<file path="src/design/cpu_alu_pkg.sv">
package cpu_alu_pkg;

	// ******************************
	// opcodes
	// ******************************
	localparam logic [4:0] op_add  = 5'b00011;
	localparam logic [4:0] op_sub  = 5'b00100;
	localparam logic [4:0] op_shr  = 5'b00101;
	localparam logic [4:0] op_shl  = 5'b00110;
	localparam logic [4:0] op_ror  = 5'b00111;
	localparam logic [4:0] op_rol  = 5'b01000;
	localparam logic [4:0] op_and  = 5'b01001;
	localparam logic [4:0] op_or   = 5'b01010;
	localparam logic [4:0] op_mul  = 5'b01110;
	localparam logic [4:0] op_div  = 5'b01111;
	localparam logic [4:0] op_neg  = 5'b10000;
	localparam logic [4:0] op_not  = 5'b10001;
	localparam logic [4:0] op_shra = 5'b10010;

	// ******************************
	// register map
	// ******************************
	localparam logic [11:0] reg_ra     = 12'h000;
	localparam logic [11:0] reg_rb     = 12'h004;
	localparam logic [11:0] reg_ctrl   = 12'h008; // opcode in bits 4:0.
	localparam logic [11:0] reg_status = 12'h00C;
	localparam logic [11:0] reg_rc_lo  = 12'h010;
	localparam logic [11:0] reg_rc_hi  = 12'h014;

	localparam int st_busy    = 0;
	localparam int st_done    = 1; // sticky until next start.
	localparam int st_illegal = 2;

	localparam logic [1:0] resp_okay   = 2'b00;
	localparam logic [1:0] resp_slverr = 2'b10;

	// product view for mul and single-cycle ops, quotient view for div.
	typedef union packed {
		struct packed {
			logic [31:0] hi;
			logic [31:0] lo;
		} prod;
		struct packed {
			logic [31:0] rem;
			logic [31:0] quo;
		} qr;
	} alu_result_u;

endpackage

</file>
<file path="src/design/alu_op_if.sv">
`timescale 1ns/1ps

interface alu_op_if;

	// request side.
	logic [31:0]              ra;
	logic [31:0]              rb;
	logic [4:0]               opcode;
	logic                     start; // one cycle pulse.

	// response side.
	logic                     busy;
	logic                     done;  // rc and illegal valid here.
	logic                     illegal;
	cpu_alu_pkg::alu_result_u rc;

	modport regs (
		output ra, rb, opcode, start,
		input  busy, done, illegal, rc
	);

	modport alu (
		input  ra, rb, opcode, start,
		output busy, done, illegal, rc
	);

endinterface

</file>
<file path="src/design/alu.sv">
`timescale 1ns/1ps

module alu (
	input logic    clk,
	input logic    rst,
	alu_op_if.alu  op
);

	logic [31:0]              shift_res;
	logic [31:0]              lo_next;
	logic                     legal;
	logic                     is_mul;
	logic                     is_div;
	logic                     mul_fin;
	logic                     div_fin;
	logic                     sc_done;
	logic                     sc_illegal;
	logic                     busy_q;
	cpu_alu_pkg::alu_result_u mul_res;
	cpu_alu_pkg::alu_result_u div_res;
	cpu_alu_pkg::alu_result_u sc_rc;

	assign is_mul = (op.opcode == cpu_alu_pkg::op_mul);
	assign is_div = (op.opcode == cpu_alu_pkg::op_div);

	alu_shift_unit i_shift (
		.ra     (op.ra),
		.amount (op.rb[4:0]),
		.opcode (op.opcode),
		.result (shift_res)
	);

	alu_booth_multiplier i_mul (
		.clk          (clk),
		.rst          (rst),
		.go           (op.start && is_mul),
		.multiplicand (op.ra),
		.multiplier   (op.rb),
		.finished     (mul_fin),
		.product      (mul_res)
	);

	alu_divider i_div (
		.clk      (clk),
		.rst      (rst),
		.go       (op.start && is_div),
		.dividend (op.ra),
		.divisor  (op.rb),
		.finished (div_fin),
		.result   (div_res)
	);

	// ******************************
	// single-cycle decode
	// ******************************
	always_comb begin
		lo_next = '0;
		legal   = 1'b1;
		case (op.opcode)
			cpu_alu_pkg::op_add: lo_next = op.ra + op.rb;
			cpu_alu_pkg::op_sub: lo_next = op.ra - op.rb;
			cpu_alu_pkg::op_and: lo_next = op.ra & op.rb;
			cpu_alu_pkg::op_or:  lo_next = op.ra | op.rb;
			cpu_alu_pkg::op_neg: lo_next = -op.ra;
			cpu_alu_pkg::op_not: lo_next = ~op.ra;
			cpu_alu_pkg::op_shr, cpu_alu_pkg::op_shl, cpu_alu_pkg::op_shra,
			cpu_alu_pkg::op_ror, cpu_alu_pkg::op_rol: lo_next = shift_res;
			cpu_alu_pkg::op_mul, cpu_alu_pkg::op_div: lo_next = '0; // iterative units.
			default: legal = 1'b0; // zero result, flagged.
		endcase
	end

	always_ff @(posedge clk) begin
		if (rst) begin
			sc_done    <= 1'b0;
			sc_illegal <= 1'b0;
			busy_q     <= 1'b0;
		end else begin
			sc_done <= op.start && !is_mul && !is_div;
			if (op.start) begin
				sc_illegal <= !legal;
				busy_q     <= 1'b1;
			end else if (op.done) begin
				busy_q <= 1'b0; // low the cycle after done.
			end
		end
	end

	always_ff @(posedge clk) begin
		if (op.start) begin
			sc_rc.prod.hi <= '0;
			sc_rc.prod.lo <= lo_next;
		end
	end

	assign op.busy    = busy_q;
	assign op.done    = sc_done | mul_fin | div_fin;
	assign op.illegal = sc_done & sc_illegal;
	assign op.rc      = mul_fin ? mul_res : (div_fin ? div_res : sc_rc);

endmodule

</file>
<file path="src/design/alu_axil_regs.sv">
`timescale 1ns/1ps

module alu_axil_regs (
	input  logic        clk,
	input  logic        rst,
	input  logic [11:0] awaddr,
	input  logic        awvalid,
	output logic        awready,
	input  logic [31:0] wdata,
	input  logic        wvalid,
	output logic        wready,
	output logic [1:0]  bresp,
	output logic        bvalid,
	input  logic        bready,
	input  logic [11:0] araddr,
	input  logic        arvalid,
	output logic        arready,
	output logic [31:0] rdata,
	output logic [1:0]  rresp,
	output logic        rvalid,
	input  logic        rready,
	alu_op_if.regs      op
);

	logic                     wr_hs;
	logic                     rd_hs;
	logic                     ctrl_ok;
	logic [31:0]              ra_q;
	logic [31:0]              rb_q;
	logic [4:0]               opcode_q;
	logic                     start_q;
	logic                     stat_busy;
	logic                     stat_done;
	logic                     stat_illegal;
	cpu_alu_pkg::alu_result_u rc_q;
	logic [31:0]              status_word;
	logic [31:0]              rd_word;
	logic                     rd_err;

	assign wr_hs   = awvalid && wvalid && !bvalid; // aw and w taken together.
	assign awready = wr_hs;
	assign wready  = wr_hs;
	assign arready = !rvalid;
	assign rd_hs   = arvalid && !rvalid;
	assign ctrl_ok = wr_hs && (awaddr == cpu_alu_pkg::reg_ctrl) && !stat_busy;

	// ******************************
	// write channel
	// ******************************
	always_ff @(posedge clk) begin
		if (rst) begin
			bvalid   <= 1'b0;
			bresp    <= cpu_alu_pkg::resp_okay;
			ra_q     <= '0;
			rb_q     <= '0;
			opcode_q <= '0;
			start_q  <= 1'b0;
		end else begin
			start_q <= ctrl_ok;
			if (wr_hs) begin
				bvalid <= 1'b1;
				bresp  <= cpu_alu_pkg::resp_okay;
				case (awaddr)
					cpu_alu_pkg::reg_ra: ra_q <= wdata;
					cpu_alu_pkg::reg_rb: rb_q <= wdata;
					cpu_alu_pkg::reg_ctrl: begin
						if (stat_busy)
							bresp <= cpu_alu_pkg::resp_slverr;
						else
							opcode_q <= wdata[4:0];
					end
					default: bresp <= cpu_alu_pkg::resp_slverr; // read-only or unmapped.
				endcase
			end else if (bvalid && bready) begin
				bvalid <= 1'b0;
			end
		end
	end

	// status and result capture.
	always_ff @(posedge clk) begin
		if (rst) begin
			stat_busy    <= 1'b0;
			stat_done    <= 1'b0;
			stat_illegal <= 1'b0;
			rc_q         <= '0;
		end else if (ctrl_ok) begin
			stat_busy    <= 1'b1;
			stat_done    <= 1'b0;
			stat_illegal <= 1'b0;
		end else if (op.done) begin
			stat_busy    <= 1'b0;
			stat_done    <= 1'b1;
			stat_illegal <= op.illegal;
			rc_q         <= op.rc;
		end
	end

	// ******************************
	// read channel
	// ******************************
	always_comb begin
		status_word                           = '0;
		status_word[cpu_alu_pkg::st_busy]     = stat_busy;
		status_word[cpu_alu_pkg::st_done]     = stat_done;
		status_word[cpu_alu_pkg::st_illegal]  = stat_illegal;
		rd_word = '0;
		rd_err  = 1'b0;
		case (araddr)
			cpu_alu_pkg::reg_ra:     rd_word = ra_q;
			cpu_alu_pkg::reg_rb:     rd_word = rb_q;
			cpu_alu_pkg::reg_ctrl:   rd_word = {27'd0, opcode_q};
			cpu_alu_pkg::reg_status: rd_word = status_word;
			cpu_alu_pkg::reg_rc_lo:  rd_word = rc_q.prod.lo;
			cpu_alu_pkg::reg_rc_hi:  rd_word = rc_q.prod.hi;
			default:                 rd_err  = 1'b1;
		endcase
	end

	always_ff @(posedge clk) begin
		if (rst) begin
			rvalid <= 1'b0;
			rdata  <= '0;
			rresp  <= cpu_alu_pkg::resp_okay;
		end else if (rd_hs) begin
			rvalid <= 1'b1;
			rdata  <= rd_word;
			rresp  <= rd_err ? cpu_alu_pkg::resp_slverr : cpu_alu_pkg::resp_okay;
		end else if (rvalid && rready) begin
			rvalid <= 1'b0;
		end
	end

	assign op.ra     = ra_q;
	assign op.rb     = rb_q;
	assign op.opcode = opcode_q;
	assign op.start  = start_q;

endmodule

</file>
<file path="src/design/alu_axil_top.sv">
`timescale 1ns/1ps

module alu_axil_top (
	input  logic        clk,
	input  logic        rst,
	input  logic [11:0] awaddr,
	input  logic        awvalid,
	output logic        awready,
	input  logic [31:0] wdata,
	input  logic        wvalid,
	output logic        wready,
	output logic [1:0]  bresp,
	output logic        bvalid,
	input  logic        bready,
	input  logic [11:0] araddr,
	input  logic        arvalid,
	output logic        arready,
	output logic [31:0] rdata,
	output logic [1:0]  rresp,
	output logic        rvalid,
	input  logic        rready
);

	alu_op_if op_bus ();

	alu_axil_regs i_alu_axil_regs (
		.clk     (clk),
		.rst     (rst),
		.awaddr  (awaddr),
		.awvalid (awvalid),
		.awready (awready),
		.wdata   (wdata),
		.wvalid  (wvalid),
		.wready  (wready),
		.bresp   (bresp),
		.bvalid  (bvalid),
		.bready  (bready),
		.araddr  (araddr),
		.arvalid (arvalid),
		.arready (arready),
		.rdata   (rdata),
		.rresp   (rresp),
		.rvalid  (rvalid),
		.rready  (rready),
		.op      (op_bus.regs)
	);

	alu i_alu (
		.clk (clk),
		.rst (rst),
		.op  (op_bus.alu)
	);

endmodule

</file>
<file path="src/design/alu_booth_multiplier.sv">
`timescale 1ns/1ps

module alu_booth_multiplier (
	input  logic                     clk,
	input  logic                     rst,
	input  logic                     go,
	input  logic [31:0]              multiplicand,
	input  logic [31:0]              multiplier,
	output logic                     finished,
	output cpu_alu_pkg::alu_result_u product
);

	logic [32:0] m;      // sign extended multiplicand.
	logic [32:0] acc;    // one guard bit for -m.
	logic [31:0] q;
	logic        q_prev;
	logic [4:0]  count;
	logic        run;
	logic [32:0] sum;

	// booth recoding of the current bit pair.
	always_comb begin
		case ({q[0], q_prev})
			2'b01:   sum = acc + m;
			2'b10:   sum = acc - m;
			default: sum = acc;
		endcase
	end

	always_ff @(posedge clk) begin
		if (rst) begin
			run      <= 1'b0;
			count    <= '0;
			finished <= 1'b0;
		end else begin
			finished <= 1'b0;
			if (go) begin
				run   <= 1'b1;
				count <= '0;
			end else if (run) begin
				count <= count + 5'd1;
				if (count == 5'd31) begin
					run      <= 1'b0;
					finished <= 1'b1; // after 32nd step.
				end
			end
		end
	end

	always_ff @(posedge clk) begin
		if (go) begin
			m      <= {multiplicand[31], multiplicand};
			acc    <= '0;
			q      <= multiplier;
			q_prev <= 1'b0;
		end else if (run) begin
			acc    <= {sum[32], sum[32:1]}; // arithmetic shift of {acc, q}.
			q      <= {sum[0], q[31:1]};
			q_prev <= q[0];
		end
	end

	always_comb begin
		product.prod.hi = acc[31:0];
		product.prod.lo = q;
	end

endmodule

</file>
<file path="src/design/alu_divider.sv">
`timescale 1ns/1ps

module alu_divider (
	input  logic                     clk,
	input  logic                     rst,
	input  logic                     go,
	input  logic [31:0]              dividend,
	input  logic [31:0]              divisor,
	output logic                     finished,
	output cpu_alu_pkg::alu_result_u result
);

	logic [31:0] dvd;     // original dividend.
	logic [31:0] d;       // divisor magnitude.
	logic [31:0] q;
	logic [32:0] r;       // signed partial remainder.
	logic        neg_q;
	logic        neg_r;
	logic        by_zero;
	logic [4:0]  count;
	logic        run;
	logic [33:0] shifted;
	logic [33:0] trial;
	logic [31:0] rem_mag;
	logic [31:0] quo_s;
	logic [31:0] rem_s;

	assign shifted = {r, q[31]};
	assign trial   = r[32] ? shifted + {2'b00, d} : shifted - {2'b00, d};

	always_ff @(posedge clk) begin
		if (rst) begin
			run      <= 1'b0;
			count    <= '0;
			finished <= 1'b0;
		end else begin
			finished <= 1'b0;
			if (go) begin
				run   <= 1'b1;
				count <= '0;
			end else if (run) begin
				count <= count + 5'd1;
				if (count == 5'd31) begin
					run      <= 1'b0;
					finished <= 1'b1;
				end
			end
		end
	end

	always_ff @(posedge clk) begin
		if (go) begin
			dvd     <= dividend;
			d       <= divisor[31] ? -divisor : divisor;
			q       <= dividend[31] ? -dividend : dividend;
			r       <= '0;
			neg_q   <= dividend[31] ^ divisor[31];
			neg_r   <= dividend[31];
			by_zero <= (divisor == '0); // still runs all 32 steps.
		end else if (run) begin
			r <= trial[32:0];
			q <= {q[30:0], ~trial[33]};
		end
	end

	// final restore, then signs back.
	assign rem_mag = r[32] ? r[31:0] + d : r[31:0];
	assign quo_s   = neg_q ? -q : q; // min / -1 wraps to min.
	assign rem_s   = neg_r ? -rem_mag : rem_mag;

	always_comb begin
		result.qr.quo = by_zero ? '1 : quo_s;
		result.qr.rem = by_zero ? dvd : rem_s;
	end

endmodule

</file>
<file path="src/design/alu_shift_unit.sv">
`timescale 1ns/1ps

module alu_shift_unit (
	input  logic [31:0] ra,
	input  logic [4:0]  amount,
	input  logic [4:0]  opcode,
	output logic [31:0] result
);

	logic        left;
	logic        rotate;
	logic [31:0] src;
	logic [31:0] upper;
	logic [63:0] wide;
	logic [31:0] right_res;

	function automatic logic [31:0] rev32(input logic [31:0] x);
		logic [31:0] y;
		for (int i = 0; i < 32; i++) begin
			y[i] = x[31 - i];
		end
		return y;
	endfunction

	assign left   = (opcode == cpu_alu_pkg::op_shl) || (opcode == cpu_alu_pkg::op_rol);
	assign rotate = (opcode == cpu_alu_pkg::op_ror) || (opcode == cpu_alu_pkg::op_rol);

	// left shifts go through the right shifter bit-reversed.
	assign src = left ? rev32(ra) : ra;

	always_comb begin
		if (rotate) begin
			upper = src; // wraps back in.
		end else if (opcode == cpu_alu_pkg::op_shra) begin
			upper = {32{ra[31]}}; // sign fill.
		end else begin
			upper = '0;
		end
	end

	assign wide      = {upper, src} >> amount;
	assign right_res = wide[31:0];
	assign result    = left ? rev32(right_res) : right_res;

endmodule

</file>
<file path="config.mk">
export PLATFORM = sky130hd
export DESIGN_NAME = alu_axil_top
export DESIGN_NICKNAME = d
export VERILOG_FILES = /design/src/design/cpu_alu_pkg.sv /design/src/design/alu_op_if.sv /design/src/design/alu.sv /design/src/design/alu_axil_regs.sv /design/src/design/alu_axil_top.sv /design/src/design/alu_booth_multiplier.sv /design/src/design/alu_divider.sv /design/src/design/alu_shift_unit.sv
export SDC_FILE = /design/constraint.sdc
export NUM_CORES = 2
export LEC_CHECK = 0
export BUFFER_PORTS_ARGS = -buffer_cell sky130_fd_sc_hd__buf_2
export CORE_UTILIZATION = 40
export DETAILED_ROUTE_END_ITERATION = 8
export GPL_TIMING_DRIVEN = 0
export SYNTH_ARGS = -nofsm -noshare
export SYNTH_HDL_FRONTEND = slang
export SYNTH_HIERARCHICAL = 1
export SYNTH_SLANG_ARGS = --single-unit
</file>
<file path="constraint.sdc">
create_clock -name clk -period 6 [get_ports clk]
set_clock_uncertainty 0.2 [all_clocks]
set_input_delay 0 -clock clk [delete_from_list [all_inputs] [get_ports clk]]
set_output_delay 0 -clock clk [all_outputs]
set_load 0.005 [all_outputs]
</file>
==> results.md <==
* Clk_lat worst skew at 0.63 ns
* Core area at 98990 µm²
* Dpl ws at -0.6815 ns
* Fill cells at 9868
* 1st-iter DRT viols at 5812
* Clk slew on worst S/H paths at 0.06 ns
* First-pass GRT wire length at 255500 µm
* Leak at 17.70 nW
* Ratio of final minimum period to clock period at 1.014
* Req. time, crit path at 6.19 ns
* PortBufs at 99
* CTS Buffer Depth at 3
* Cells on worst reg2reg path at 11
* # IOs at 104
* Die Y-Extent at 319.1 µm
* Worst path arrival time at 6.27 ns
* CP Launch Type: register
* TritonRoute pass-1 iters at 8
* Sequential cell area at 10940 µm²
* Final Hold Vio Count at 0
* Via Count at 41620
* CTS Root Cell: clkbuf_16
* Post-Layout Inst Area at 44930 µm²
* Slew HR at -0.09659
* Worst setup margin at -0.08297 ns
* CTS tree: yes
* Violated checks: capacitance limit, slew limit, setup timing
* Hold path depth at 4
* Antenna Nets Post-Route at 0
* Max-cap viol count at 7
* Maximum VDD drop at 0.1966 mV
* # DRC at 0
* Met2 WL at 75080 µm
* Starting Density at 0.4063
* Detailed-route wire length per cell at 27.36 µm
* Status: complete, but fails checks
* FMAX at 0.1644 GHz
* Initial antenna violation count at 17
* Number of buffers created by CTS at 52
* GR Overflow Total at 0
* GRT Overall Usage at 0.3326
* Filler-free cell count of the finished design at 6452
* Synth-to-Final Area Change at 11.71%
* Max layer used: met5
* Vias in the first global route at 38519
* Final Setup Violations at 1
* Ys Warns at 6
* Share of cells above drive strength 1 at 0.1006
* Min-Delay Path Class: in2reg
* Area of the multi-input gates at 27380 µm²
* Pwr dens at 166.8 nW/µm²
* Actual slew at the worst max-slew pin at 1.643 ns
* CTS H-tree depth at 2
* Clock sink count at 449
* Vias per cell at 6.451
* Die ar. at 101800 µm²
* Post-route minimum period at 6.083 ns
* Met1 wire length at 72390 µm
* Placed cell area at 42440 µm²
* Crit. End Element: register
* Die X at 319.1 µm
* Cell area after synthesis at 40220 µm²
* Synthesized instance count at 4891
* FP Rows at 115
* DP Cell Count at 6284
* CP Max Fanout at 17
* Syn Area/Cell at 8.224 µm²
* Dpl hpwl at 132100 µm
* Total power at 7.492 mW
* Nets at 5327
* Pins Over Slew Limit at 123
* RSZ-0062 raised after global routing: false
* Final wirelength at 176500 µm
* Critical path class: reg2reg
* Met3 WL post-DR at 17220 µm
* Routability Congestion at 0.9882
* Largest net degree at the start of global routing at 37
[layout make-up]
type,instances,area share
Tap cell,1287,0.03584
Sequential cell,449,0.2436
Clock inverter,29,0.005792
Clock buffer,68,0.03172
Timing Repair Buffer,174,0.02902
Antenna cell,4,0.0002228
Inverter,109,0.009106
Multi-Input combinational cell,3977,0.6093
Buffer,355,0.03545
[per-stage QoR]
step                hold slack [ns]  setup TNS, ns  utilization
global placement          -0.009071        -267.45       0.4276
global route                0.05560              0       0.4538
floorplan                   -0.1276              0            -
CTS                        0.004387              0       0.4525
finish                      0.01761       -0.08297       0.4539
detailed placement         -0.01459         -2.998       0.4288
[routing by layer]
metal,GRT usage,vias to the layer above
li1,-,18879
met1,0.4474,19959
met2,0.5040,2300
met3,0.05290,478
met4,0.1904,4
met5,0,-
[worst max-delay path, stage by stage (launching register included)]
cell      delay (ns)
dfxtp_1         1.41
o22ai_1         0.22
a222oi_1        1.30
o22ai_1         0.38
o22ai_1         0.55
o32ai_1         0.20
a31o_2          0.24
nor3_1          0.50
mux2_2          0.38
a221o_1         0.18
a221oi_1        0.06
o211ai_1        0.20
[layout by cell type (no fill, tap or decap), drive strengths merged, types with 64 or more instances in the layout]
cell	instances
a21o	77
inv	109
nand2	469
mux2i	229
a21oi	352
nor3	99
xor2	136
dlygate4sd3	65
nor3b	130
edfxtp	194
nor2b	110
o22ai	75
xnor2	161
ha	142
buf	210
clkbuf	322
o21ai	384
mux2	64
dfxtp	255
a22o	70
nand2b	80
nand3	77
nor2	403
[worst paths after layout]
path                                                start                        end  slack, ns
worst min-delay path                            wdata[12]  i_alu_axil_regs/op.rb[12]       0.02
worst max-delay path            i_alu_axil_regs/op.ra[20]            i_alu/sc_rc[28]      -0.08
worst min register to register   i_alu_axil_regs/rdata[4]   i_alu_axil_regs/rdata[4]       0.26
worst max register to register  i_alu_axil_regs/op.ra[20]            i_alu/sc_rc[28]      -0.08
[where the power goes]
part / internal, mW / switching (mW)
clock: 1.81 / 1.41
sequential: 3.21 / 0.0809
combinational: 0.377 / 0.605
[sequential cells by signal, summed over array words and instances (netlist names), 5 cells and up]
signal	cells
i_alu/i_mul/m	32
i_alu/i_div/d	32
i_alu/i_mul/count	5
i_alu/i_div/r	33
i_alu/i_div/q	32
i_alu/i_mul/acc	32
i_alu/sc_rc	32
i_alu/i_div/count	5
i_alu_axil_regs/op.rb	32
i_alu_axil_regs/op.ra	32
i_alu_axil_regs/rc_q	64
i_alu_axil_regs/rdata	32
i_alu_axil_regs/op.opcode	5
i_alu/i_div/dvd	32
i_alu/i_mul/q	32
[what timing repair did]
item                                    CTS  global route
buffers inserted                          0             1
hold endpoints to repair                103             0
pin swaps                                 0             2
gates resized for setup                   5            16
hold buffers                             65             0
endpoints found under the setup margin   10            15
Note: power is estimated with default switching activity, not from simulation.
